[config.mk]
export PLATFORM = sky130hd
export DESIGN_NAME = ctmm_change
export DESIGN_NICKNAME = d
export VERILOG_FILES = /design/src/design/ctmm_pkg.sv /design/src/design/slot_walker.sv /design/src/design/msave_unit.sv /design/src/design/mload_unit.sv /design/src/design/change_seq.sv /design/src/design/ctmm_change.sv
export SDC_FILE = /design/constraint.sdc
export NUM_CORES = 1
export LEC_CHECK = 0
export BUFFER_PORTS_ARGS = -buffer_cell sky130_fd_sc_hd__buf_4
export CORE_AREA = 3 3 191 193
export DETAILED_ROUTE_END_ITERATION = 16
export DIE_AREA = 0 0 194 196
export PLACE_DENSITY = 0.68
export SYNTH_ARGS = -nofsm -noshare
export SYNTH_HDL_FRONTEND = slang
export SYNTH_SLANG_ARGS = --single-unit
[constraint.sdc]
create_clock -name clk -period 16.4 [get_ports clk]
set_input_delay 1.64 -clock clk [delete_from_list [all_inputs] [get_ports clk]]
set_output_delay 1.64 -clock clk [all_outputs]
set_load 0.01 [all_outputs]
[src/design/ctmm_pkg.sv]
// Shared CTMM types. Only the 64-bit GT word is modelled, and perms must sit at bits 57:48
package ctmm_pkg;

    // ==================================================
    // Golden token word
    // ==================================================

    typedef struct packed {
        logic [5:0]  version;  // Bits 63:58
        logic [9:0]  perms;    // Bits 57:48
        logic [7:0]  limit;    // Number of slots
        logic [39:0] base;     // Byte address of slot 0
    } gt_fields_t;

    // One 64-bit word, read as memory data or as GT fields
    typedef union packed {
        logic [63:0] raw;
        gt_fields_t  gt;
    } gt_word_u;

    typedef enum logic [1:0] {
        FAULT_NONE   = 2'd0,
        FAULT_PERM_L = 2'd1,  // Source lacks load permission
        FAULT_PERM_S = 2'd2,  // Thread lacks save permission
        FAULT_BOUNDS = 2'd3   // Slot index at or past limit
    } fault_type_t;

    // ==================================================
    // Permission bits and register numbers
    // ==================================================

    localparam int PERM_L = 2;  // Position within perms
    localparam int PERM_S = 1;

    // CR7 nucleus, CR8 thread, CR15 namespace
    localparam logic [15:0] RESERVED_MASK = 16'b1000_0001_1000_0000;

    localparam logic [3:0] CR_THREAD = 4'd8;   // Holds the thread capability
    localparam logic [3:0] LAST_CR   = 4'd14;  // Highest register visited by the loops

endpackage

[src/design/slot_walker.sv]
// Visits selected CRs in ascending order; reserved registers never come out, cur_idx lags by one
module slot_walker (
    input  logic        clk,
    input  logic        rst_n,
    input  logic        step,     // Advance to the next selected register
    input  logic        restart,  // Rewind to the first selected register
    input  logic [15:0] mask,
    output logic [3:0]  cur_idx,
    output logic        last      // Walk exhausted, no register at cur_idx
);
    import ctmm_pkg::*;

    logic [15:0] eff_mask;
    logic [3:0]  first_idx;
    logic [3:0]  next_idx;
    logic        first_ok;
    logic        next_ok;
    logic        valid_q;

    assign eff_mask = mask & ~RESERVED_MASK;  // CR7, CR8, CR15 dropped

    // Downward scan, so the lowest matching register wins
    always_comb begin
        first_idx = '0;
        first_ok  = 1'b0;
        next_idx  = '0;
        next_ok   = 1'b0;
        for (int i = int'(LAST_CR); i >= 0; i--) begin
            if (eff_mask[i]) begin
                first_idx = 4'(i);
                first_ok  = 1'b1;
                if (4'(i) > cur_idx) begin  // Strictly after the current one
                    next_idx = 4'(i);
                    next_ok  = 1'b1;
                end
            end
        end
    end

    always_ff @(posedge clk or negedge rst_n) begin
        if (!rst_n) begin
            cur_idx <= '0;
            valid_q <= 1'b0;
        end else if (restart) begin
            cur_idx <= first_idx;
            valid_q <= first_ok;  // Empty mask ends the walk at once
        end else if (step) begin
            cur_idx <= next_idx;
            valid_q <= next_ok;
        end
    end

    assign last = !valid_q;

endmodule

[src/design/msave_unit.sv]
// Saves one GT word into the thread slot table; request held until mem_wr_done, address cut to ADDR_W
module msave_unit #(
    parameter int ADDR_W = 64
) (
    input  logic                  clk,
    input  logic                  rst_n,
    input  logic                  save_start,
    input  ctmm_pkg::gt_word_u    thread_cap,  // CR8, owner of the slot table
    input  ctmm_pkg::gt_word_u    src_gt,      // Word to store
    input  logic [3:0]            slot,
    input  logic                  mem_wr_done,
    output logic                  save_done,
    output logic                  save_fault,
    output ctmm_pkg::fault_type_t save_fault_type,
    output logic [ADDR_W-1:0]     mem_wr_addr,
    output logic [63:0]           mem_wr_data,
    output logic                  mem_wr_en
);
    import ctmm_pkg::*;

    typedef enum logic [1:0] {
        SV_IDLE,
        SV_CHECK,  // Cycle after start
        SV_WRITE,  // Waiting for acknowledge
        SV_DONE
    } sv_state_t;

    sv_state_t   state;
    gt_word_u    cap_q;
    gt_word_u    src_q;
    logic [3:0]  slot_q;
    logic        perm_ok;
    logic        bounds_ok;
    logic        check_ok;
    logic [63:0] slot_addr;

    // Operands held for the whole save
    always_ff @(posedge clk) begin
        if (save_start) begin
            cap_q  <= thread_cap;
            src_q  <= src_gt;
            slot_q <= slot;
        end
    end

    assign perm_ok   = cap_q.gt.perms[PERM_S];
    assign bounds_ok = {4'd0, slot_q} < cap_q.gt.limit;
    assign check_ok  = perm_ok && bounds_ok;

    // Permission outranks bounds
    assign save_fault_type = !perm_ok   ? FAULT_PERM_S :
                             !bounds_ok ? FAULT_BOUNDS : FAULT_NONE;
    assign save_fault      = (state == SV_CHECK) && !check_ok;

    assign slot_addr   = 64'(cap_q.gt.base) + {57'd0, slot_q, 3'b000};  // base + 8*slot
    assign mem_wr_addr = slot_addr[ADDR_W-1:0];
    assign mem_wr_data = src_q.raw;
    assign mem_wr_en   = (state == SV_CHECK && check_ok) || state == SV_WRITE;
    assign save_done   = (state == SV_DONE);

    always_ff @(posedge clk or negedge rst_n) begin
        if (!rst_n) begin
            state <= SV_IDLE;
        end else begin
            case (state)
                SV_IDLE: if (save_start) state <= SV_CHECK;
                SV_CHECK: begin
                    if (!check_ok) state <= SV_IDLE;           // Fault pulsed this cycle
                    else if (mem_wr_done) state <= SV_DONE;    // Zero-delay acknowledge
                    else state <= SV_WRITE;
                end
                SV_WRITE: if (mem_wr_done) state <= SV_DONE;
                default: state <= SV_IDLE;
            endcase
        end
    end

endmodule

[src/design/mload_unit.sv]
// Loads one slot word into a CR; source read on a combinational port, address cut to ADDR_W
module mload_unit #(
    parameter int ADDR_W = 64
) (
    input  logic                  clk,
    input  logic                  rst_n,
    input  logic                  load_start,
    input  logic [3:0]            load_src,    // C-List register to read through
    input  logic [3:0]            load_dst,
    input  logic [7:0]            load_index,
    input  ctmm_pkg::gt_word_u    cr_rd_data,
    input  logic [63:0]           mem_rd_data,
    input  logic                  mem_rd_valid,
    output logic                  load_done,
    output logic                  load_fault,
    output ctmm_pkg::fault_type_t load_fault_type,
    output logic [3:0]            cr_rd_addr,
    output logic [3:0]            cr_wr_addr,
    output ctmm_pkg::gt_word_u    cr_wr_data,
    output logic                  cr_wr_en,
    output logic [ADDR_W-1:0]     mem_rd_addr,
    output logic                  mem_rd_en
);
    import ctmm_pkg::*;

    typedef enum logic [1:0] {
        LD_IDLE,
        LD_CHECK,  // Source read and checked
        LD_READ,   // Waiting for read data
        LD_WRITE   // Register write and done
    } ld_state_t;

    ld_state_t   state;
    logic [3:0]  src_q;
    logic [3:0]  dst_q;
    logic [7:0]  index_q;
    gt_word_u    cap_q;
    gt_word_u    cap_w;
    gt_word_u    data_q;
    logic        perm_ok;
    logic        bounds_ok;
    logic        check_ok;
    logic [63:0] slot_addr;

    always_ff @(posedge clk) begin
        if (load_start) begin
            src_q   <= load_src;
            dst_q   <= load_dst;
            index_q <= load_index;
        end
        if (state == LD_CHECK) cap_q <= cr_rd_data;                    // Keeps base steady
        if (mem_rd_en && mem_rd_valid) data_q.raw <= mem_rd_data;
    end

    assign cr_rd_addr = src_q;

    // Live read port in the check cycle, latched copy afterwards
    assign cap_w = (state == LD_CHECK) ? cr_rd_data : cap_q;

    // ==================================================
    // Source checks, L before bounds
    // ==================================================

    assign perm_ok   = cap_w.gt.perms[PERM_L];
    assign bounds_ok = index_q < cap_w.gt.limit;
    assign check_ok  = perm_ok && bounds_ok;

    assign load_fault_type = !perm_ok   ? FAULT_PERM_L :
                             !bounds_ok ? FAULT_BOUNDS : FAULT_NONE;
    assign load_fault      = (state == LD_CHECK) && !check_ok;

    assign slot_addr   = 64'(cap_w.gt.base) + {53'd0, index_q, 3'b000};  // base + 8*index
    assign mem_rd_addr = slot_addr[ADDR_W-1:0];
    assign mem_rd_en   = (state == LD_CHECK && check_ok) || state == LD_READ;

    assign cr_wr_addr = dst_q;
    assign cr_wr_data = data_q;
    assign cr_wr_en   = (state == LD_WRITE);  // Single-cycle write
    assign load_done  = (state == LD_WRITE);

    always_ff @(posedge clk or negedge rst_n) begin
        if (!rst_n) begin
            state <= LD_IDLE;
        end else begin
            case (state)
                LD_IDLE: if (load_start) state <= LD_CHECK;
                LD_CHECK: begin
                    if (!check_ok) state <= LD_IDLE;
                    else if (mem_rd_valid) state <= LD_WRITE;
                    else state <= LD_READ;
                end
                LD_READ: if (mem_rd_valid) state <= LD_WRITE;
                default: state <= LD_IDLE;
            endcase
        end
    end

endmodule

[src/design/change_seq.sv]
// CHANGE controller; one unit call at a time, first fault ends the run, fault_type held to next start
module change_seq (
    input  logic                  clk,
    input  logic                  rst_n,
    input  logic                  change_start,
    input  logic [3:0]            cr_src,
    input  logic [7:0]            index,
    input  logic [15:0]           change_mask,
    input  ctmm_pkg::gt_word_u    cr_rd_data,
    input  logic [3:0]            load_rd_addr,  // Read address wanted by the load unit
    input  logic [3:0]            cur_idx,
    input  logic                  last,
    input  logic                  save_done,
    input  logic                  save_fault,
    input  ctmm_pkg::fault_type_t save_fault_type,
    input  logic                  load_done,
    input  logic                  load_fault,
    input  ctmm_pkg::fault_type_t load_fault_type,
    output logic                  change_busy,
    output logic                  change_complete,
    output logic                  change_fault,
    output ctmm_pkg::fault_type_t fault_type,
    output logic [3:0]            cr_rd_addr,
    output ctmm_pkg::gt_word_u    saved_gt,
    output logic                  step,
    output logic                  restart,
    output logic [15:0]           walk_mask,
    output logic                  save_start,
    output logic                  load_start,
    output logic [3:0]            load_src,
    output logic [3:0]            load_dst,
    output logic [7:0]            load_index
);
    import ctmm_pkg::*;

    typedef enum logic [3:0] {
        CH_IDLE,
        CH_CHECK,      // CRn L check
        CH_SAVE_SEL,   // Pick next register to save, or go load
        CH_SAVE_GO,
        CH_SAVE_WAIT,
        CH_LOAD_WAIT,  // New thread GT into CR8
        CH_REST_SEL,
        CH_REST_WAIT,
        CH_DONE,
        CH_FAULT
    } ch_state_t;

    ch_state_t  state;
    logic [3:0] src_q;
    logic [7:0] index_q;
    logic [15:0] mask_q;
    logic       crn_l_ok;
    logic       restoring;

    always_ff @(posedge clk) begin
        if (state == CH_IDLE && change_start) begin
            src_q   <= cr_src;
            index_q <= index;
            mask_q  <= change_mask;
        end
        if (state == CH_SAVE_SEL && !last) saved_gt <= cr_rd_data;  // GT of the register to save
    end

    assign crn_l_ok  = cr_rd_data.gt.perms[PERM_L];
    assign walk_mask = mask_q;
    assign restoring = (state == CH_REST_SEL) || (state == CH_REST_WAIT);

    // ==================================================
    // Register read port ownership
    // ==================================================

    always_comb begin
        case (state)
            CH_IDLE:     cr_rd_addr = cr_src;
            CH_CHECK:    cr_rd_addr = src_q;
            CH_SAVE_SEL: cr_rd_addr = cur_idx;
            default:     cr_rd_addr = load_rd_addr;  // Load unit owns it from here
        endcase
    end

    // ==================================================
    // Walker and unit controls
    // ==================================================

    assign restart    = (state == CH_CHECK && crn_l_ok) || (state == CH_LOAD_WAIT && load_done);
    assign step       = (state == CH_SAVE_WAIT && save_done) || (state == CH_REST_WAIT && load_done);
    assign save_start = (state == CH_SAVE_GO);  // saved_gt already stable here
    assign load_start = (state == CH_SAVE_SEL && last) || (state == CH_REST_SEL && !last);

    // Load phase CRn[index] -> CR8, restore phase CR8[i] -> CRi
    assign load_src   = restoring ? CR_THREAD : src_q;
    assign load_dst   = restoring ? cur_idx : CR_THREAD;
    assign load_index = restoring ? {4'd0, cur_idx} : index_q;

    always_ff @(posedge clk or negedge rst_n) begin
        if (!rst_n) begin
            state      <= CH_IDLE;
            fault_type <= FAULT_NONE;
        end else begin
            case (state)
                CH_IDLE: begin
                    if (change_start) begin
                        state      <= CH_CHECK;
                        fault_type <= FAULT_NONE;  // Old fault dropped on new start
                    end
                end
                CH_CHECK: begin
                    if (crn_l_ok) begin
                        state <= CH_SAVE_SEL;
                    end else begin
                        state      <= CH_FAULT;
                        fault_type <= FAULT_PERM_L;
                    end
                end
                CH_SAVE_SEL: state <= last ? CH_LOAD_WAIT : CH_SAVE_GO;
                CH_SAVE_GO:  state <= CH_SAVE_WAIT;
                CH_SAVE_WAIT: begin
                    if (save_fault) begin
                        state      <= CH_FAULT;
                        fault_type <= save_fault_type;
                    end else if (save_done) begin
                        state <= CH_SAVE_SEL;
                    end
                end
                CH_LOAD_WAIT, CH_REST_WAIT: begin
                    if (load_fault) begin
                        state      <= CH_FAULT;
                        fault_type <= load_fault_type;
                    end else if (load_done) begin
                        state <= CH_REST_SEL;
                    end
                end
                CH_REST_SEL: state <= last ? CH_DONE : CH_REST_WAIT;
                default:     state <= CH_IDLE;  // One end pulse, then idle
            endcase
        end
    end

    assign change_busy     = (state != CH_IDLE);
    assign change_complete = (state == CH_DONE);
    assign change_fault    = (state == CH_FAULT);

endmodule

[src/design/ctmm_change.sv]
// CHANGE top level; memory and register file are external, single request in flight
module ctmm_change #(
    parameter int ADDR_W = 64
) (
    input  logic                  clk,
    input  logic                  rst_n,
    input  logic                  change_start,
    input  logic [3:0]            cr_src,
    input  logic [7:0]            index,
    input  logic [15:0]           change_mask,
    output logic                  change_busy,
    output logic                  change_complete,
    output logic                  change_fault,
    output ctmm_pkg::fault_type_t fault_type,
    output logic [3:0]            cr_rd_addr,
    input  ctmm_pkg::gt_word_u    cr_rd_data,
    output logic [3:0]            cr_wr_addr,
    output ctmm_pkg::gt_word_u    cr_wr_data,
    output logic                  cr_wr_en,
    input  ctmm_pkg::gt_word_u    cr8_thread,  // Current thread capability
    output logic [ADDR_W-1:0]     mem_rd_addr,
    output logic                  mem_rd_en,
    input  logic [63:0]           mem_rd_data,
    input  logic                  mem_rd_valid,
    output logic [ADDR_W-1:0]     mem_wr_addr,
    output logic [63:0]           mem_wr_data,
    output logic                  mem_wr_en,
    input  logic                  mem_wr_done
);
    import ctmm_pkg::*;

    logic        step, restart, last;
    logic [3:0]  cur_idx;
    logic [15:0] walk_mask;
    gt_word_u    saved_gt;
    logic        save_start, save_done, save_fault;
    fault_type_t save_fault_type;
    logic        load_start, load_done, load_fault;
    fault_type_t load_fault_type;
    logic [3:0]  load_src, load_dst;
    logic [7:0]  load_index;
    logic [3:0]  load_rd_addr;

    change_seq u_seq (
        .clk, .rst_n, .change_start, .cr_src, .index, .change_mask, .cr_rd_data,
        .load_rd_addr, .cur_idx, .last, .save_done, .save_fault, .save_fault_type,
        .load_done, .load_fault, .load_fault_type, .change_busy, .change_complete,
        .change_fault, .fault_type, .cr_rd_addr, .saved_gt, .step, .restart, .walk_mask,
        .save_start, .load_start, .load_src, .load_dst, .load_index
    );

    slot_walker u_walker (
        .clk, .rst_n, .step, .restart, .mask(walk_mask), .cur_idx, .last
    );

    // Slot number equals the register number being saved
    msave_unit #(.ADDR_W(ADDR_W)) u_msave (
        .clk, .rst_n, .save_start, .thread_cap(cr8_thread), .src_gt(saved_gt),
        .slot(cur_idx), .mem_wr_done, .save_done, .save_fault, .save_fault_type,
        .mem_wr_addr, .mem_wr_data, .mem_wr_en
    );

    mload_unit #(.ADDR_W(ADDR_W)) u_mload (
        .clk, .rst_n, .load_start, .load_src, .load_dst, .load_index, .cr_rd_data,
        .mem_rd_data, .mem_rd_valid, .load_done, .load_fault, .load_fault_type,
        .cr_rd_addr(load_rd_addr), .cr_wr_addr, .cr_wr_data, .cr_wr_en,
        .mem_rd_addr, .mem_rd_en
    );

endmodule

-- Word level (Yosys, flattened, before mapping)
Cells that the tools add are included.
- output and inout bits: 272
- logic and storage cells: 210
- flip-flop bits (word level): 355
- input port bits: 225
- order comparisons: 15
- reductions and logical operators: 35
- $add $sub $neg: 2
- eq/ne operators: 25
- multiplexer cells: 113
- operator list (operator ; count):
    $mux 4 ; 49
    $mux 51 ; 1
    $mux 1 ; 43
    $add 40x11->41 ; 1
    $add 40x7->41 ; 1
    $mux 2 ; 14
    $pmux 4 s7 ; 1
    $gt 4x4->1 const A ; 6
    $eq 4x3->1 const B ; 4
    $ne 2x2->1 const B ; 8
    $logic_and 1x1->1 ; 15
    $gt 3x4->1 const A ; 3
    $pmux 2 s3 ; 2
    $pmux 4 s3 ; 1
    $eq 2x2->1 const B ; 4
    $eq 4x2->1 const B ; 2
    $eq 4x4->1 const B ; 2
    $gt 1x4->1 const A ; 2
    $gt 2x4->1 const A ; 2
    $lt 4x8->1 ; 1
    $lt 8x8->1 ; 1
    $pmux 2 s4 ; 1
    $reduce_bool 4->1 ; 2
    $logic_or 1x1->1 ; 6
    other kinds (12) ; 18

-- Longest topological paths before layout
- word-level depth: 29
- depth in mapped cells: 18
- depth with buffers taken out: 12

-- By module
A second synthesis with hierarchy kept.
- cells, all modules: 1083
- area, all modules: 14890.5 µm²
- by module, submodules not included (module ; instances ; cells an instance ; seq. area each (µm²) ; area each (µm²)):
    mload_unit ; 1 ; 489 ; 3433.3 ; 5840.6
    msave_unit ; 1 ; 284 ; 3563.4 ; 4714.5
    change_seq ; 1 ; 208 ; 2912.8 ; 3608.5
    slot_walker ; 1 ; 102 ; 125.1 ; 726.9

-- Least setup slack after synthesis
No wires, ideal clock.
- path kind: input to register
- start: in cr_rd_data[43] in the netlist's numbering
- end: reg u_mload.data_q (netlist bit u_mload.cr_wr_data[0]), enable pin
- buffers on the path: 0
- setup slack: 10.169 ns
- stages on the path: 7
- library setup time: 0.494 ns
- data arrival time: 5.737 ns
- path through: mux2i_1 ha_1 a21oi_1 a21oi_1 a21o_1 o41a_1 nor2b_1
- longest elaborated chain between the ends: 6
- ends and longest elaborated chain (what ; line ; source):
    start, declared ; ctmm_change.sv:16 ; input ctmm_pkg::gt_word_u cr_rd_data,
    $mux 51 ; mload_unit.sv:58 ; assign cap_w = (state == LD_CHECK) ? cr_rd_data : cap_q;
    $lt 8x8->1 ; mload_unit.sv:65 ; assign bounds_ok = index_q < cap_w.gt.limit;
    $logic_and 1x1->1 ; mload_unit.sv:66 ; assign check_ok = perm_ok && bounds_ok;
    $logic_and 1x1->1 ; mload_unit.sv:74 ; assign mem_rd_en = (state == LD_CHECK && check_ok) || state == LD_READ;
    $logic_or 1x1->1 ; mload_unit.sv:74 ;
    $logic_and 1x1->1 ; mload_unit.sv:52 ; if (mem_rd_en && mem_rd_valid) data_q.raw <= mem_rd_data;
    end, declared ; mload_unit.sv:39 ; gt_word_u data_q;
No other way between the ends.
A chain may end at the register's enable or synchronous reset.

==> results.yml <==
outcome:
  status: "completed"
floorplanning:
  coreArea_um2: 34700
  initial_core_util_pct: 41.9
  io_pins: 497
  die_x_um: 194
  dieArea_um2: 38000
  row_count: 68
  die_h_um: 196
global_routing:
  grt_use_total_pct: 20.1
  grt_antenna_before_repair: 0
  grt_start_max_net_pins: 68
  grt_pass1_vias: 9781
  grt_overflow_total: 0
  grt_pass1_wl_mm: 59.0
cells_and_area:
  drive_above_1_share_pct: 34.3
  regArea_um2: 9940
  finish.utilization_pct: 55.7
  fill_cells: 2849
  fin_area_um2: 19300
  nets: 1755
  multiInputGateArea_um2: 4060
  area_delta_synth_final_pct: 33.0
  num_antenna_cells: 0
worst_setup_path:
  cp-start-kind: "flop"
  endpoint_kind: "output port"
  required_ps: 14760
  crit_slowest_cell: "nor2b_4"
  critPathBufInv: 3
  r2r-start: "u_mload.state[0]$_DFFE_PN0P_"
  cp_data_arrival_time_ps: 4790
  critical_path_class: "reg -> out"
  crit_path_max_fanout: 31
  critPathTopFamily: "simple AND/OR/NAND/NOR gates"
  slowest_delay_ps: 660
  crit_start: "u_mload.state[0]$_DFFE_PN0P_"
  path_cells: "nor2b_4, buf_4, nand2_1, nand2_1, ha_1, inv_1, fa_1, nor2b_1, o21bai_1, a21o_1, a211oi_4, nand4_1, xnor2_1, buf_4"
clocking:
  cts_resized: 0
  cts_tree: "built"
  cts_inserted_buffers: 38
  root_buffer: "clkbuf_16"
  clk_latency_ps: 550
  clk_transition_reported_paths_ps: 60
  cts_max_path_buffers: 3
  cts.sinks: 350
  post-cts-setup-buffers: 0
  h-tree-depth: 2
  cts_hold_buf: 0
timing:
  setup_tns_ps: 0
  layout_min_cycle_time_ps: 6430
  finClkSkew_ps: 21.1
  fmax_ghz: 0.155
  finalSetupViolCount: 0
  hold_viol: 0
  max-slew-margin-rel_pct: 25.0
  drv_slew: 0
  tightest_slew_ps: 1130
  fin_crit_sh_pct: 39.2
  layout_setup_ws_ps: 9970
  rsz0062_at_grt: "no"
logic_synthesis:
  yosys.area.top_type: "edfxtp_1"
  synthArstFlopShare_pct: 4.29
  ys.flop_type: "edfxtp_1"
  synth_commonest_cells: "286 x edfxtp_1, 138 x nand2_1, 59 x xnor2_1"
  netlist_area_um2: 14500
  synthTopCellsByArea: "edfxtp_1 59%, dfxtp_1 6.8%, nand2_1 3.6%"
  synth_seq_cells: 350
  avgSynthCellArea_um2: 13.6
  yosysWarnings: 0
  synth_cells: 1065
  synth.most_common_cell: "edfxtp_1"
  synth_edf_count: 286
  synth_top_area_share_pct: 59.1
  yosysUniqueCellTypes: 81
  seq_area_frac_synth_pct: 68.4
routing:
  drc: 0
  wl_met2_mm: 19.9
  met3RoutedLength_mm: 2.55
  routedWlPerCell_um: 19.9
  met1Wirelength_mm: 15.9
  vias: 9786
  drtPass1Iterations: 5
  avgViaCountPerCell: 4.92
  drtAntennaViolNets: 0
  drt-initial-drc-count: 688
  routed.top_layer: "met4"
  routed_wl_mm: 39.7
min_path:
  min_from: "u_seq.saved_gt[35]$_DFFE_PP_"
  hold_path.class: "reg -> reg"
job:
  maxCapViolCount: 0
power_and_ir_drop:
  p_switching_mw: 1.11
  powerDensity_nw_per_um2: 173
  ir_drop_v: 0.000119
  leakage_nw: 7.88
  p_clk_share_pct: 26.4
  p_seq_share_pct: 39.5
  combPwrFrac_pct: 34.1
  sw_frac_of_total_pct: 33.3
  p_int_mw: 2.23
place:
  dp_hpwl_mm: 29.7
  place_area_um2: 18000
  gp_congestion: 0.872
  portBuffers: 432
  place_ws_ps: 10520
stage by stage:
stage | hold slack (ps) | total power [mW] | cells
after CTS | 414 | 3.38 | 1990
final | 412 | 3.34 | 1990
after global placement | 401 | 2.46 | 1921
after global routing | 419 | 3.53 | 1990
after detailed placement | 405 | 2.48 | 1921
after floorplan | 400 | 1.99 | 1110
worst reg2reg max path, stage by stage (launching register included):
cell	delay (ps)
dfrtp_1	530
nor2b_4	660
buf_4	530
mux2i_1	350
ha_1	300
a21oi_1	150
a21oi_1	80
a21o_1	220
o41a_1	460
nor2b_4	120
buf_4	640
state kept, by name (all words and copies together), names as in the netlist, 8 cells and up:
name,count
u_mload.cap_q,49
u_mload.cr_wr_data,64
u_mload.index_q,8
u_msave.cap_q,49
u_msave.mem_wr_data,64
u_seq.index_q,8
u_seq.saved_gt,64
u_seq.walk_mask,13
layer usage:
| metal | track usage (%) | vias to the layer above |
|---|---|---|
| li1 | - | 4655 |
| met1 | 25.0 | 4708 |
| met2 | 34.3 | 350 |
| met3 | 4.60 | 73 |
| met4 | 8.14 | 0 |
| met5 | 0 | - |
final timing paths:
path,to,slack (ps),cells after the start
max,mem_rd_addr[27],9970,14
max in group asynchronous,u_mload.state[1]$_DFFE_PN0P_,15250,1
min,u_msave.mem_wr_data[35]$_DFFE_PP_,410,0
min reg2reg,u_msave.mem_wr_data[35]$_DFFE_PP_,410,0
min in group asynchronous,u_walker.cur_idx[2]$_DFFE_PN0P_,950,1
max reg2reg,u_mload.cr_wr_data[55]$_DFFE_PP_,11920,10
cell usage in the layout, fill, tap and decap left out, drive strengths merged, types with 14 or more instances in the layout:
cell type / n
a21oi: 32
and3: 14
buf: 436
clkbuf: 50
conb: 46
dfrtp: 15
dfxtp: 49
edfxtp: 286
ha: 22
inv: 51
mux2i: 25
nand2: 138
nand2b: 15
nand3: 38
nand4: 18
nor2: 47
nor2b: 15
o21ai: 17
xnor2: 59
area by class of cell:
class | count | share of cell area, %
timing repair buffer | 436 | 16.9
tap | 455 | 2.95
clock buffer | 50 | 5.31
inverter | 48 | 0.945
multi-input combinational | 632 | 21.0
sequential | 350 | 51.5
clock inverter | 19 | 1.39
power by group through the flow:
stage          logic (mW)  clock network, mW  registers (mW)
3_3_place_gp         1.13                  0            1.33
2_1_floorplan       0.674                  0            1.31
3_5_place_dp         1.15                  0            1.34
4_1_cts              1.15              0.905            1.32
5_1_grt              1.24              0.945            1.34
6_report             1.14              0.880            1.32
cell families (layout without fill, tap and decap cells):
logic type               count (synthesis)  in the layout  synth area share [%]
AND/OR/NAND/NOR                        329            329                  11.4
buffers and inverters                  128            553                  4.92
adder cells (fa/ha/maj)                 24             24                  2.17
other                                    1             46                0.0258
XOR/XNOR                                71             71                  4.28
multiplexers                            36             36                  2.82
AO/OA/AOI/OAI                          126            126                  5.98
flip-flops                             350            350                  68.4
No activity file was read; power rests on OpenSTA's default activity.
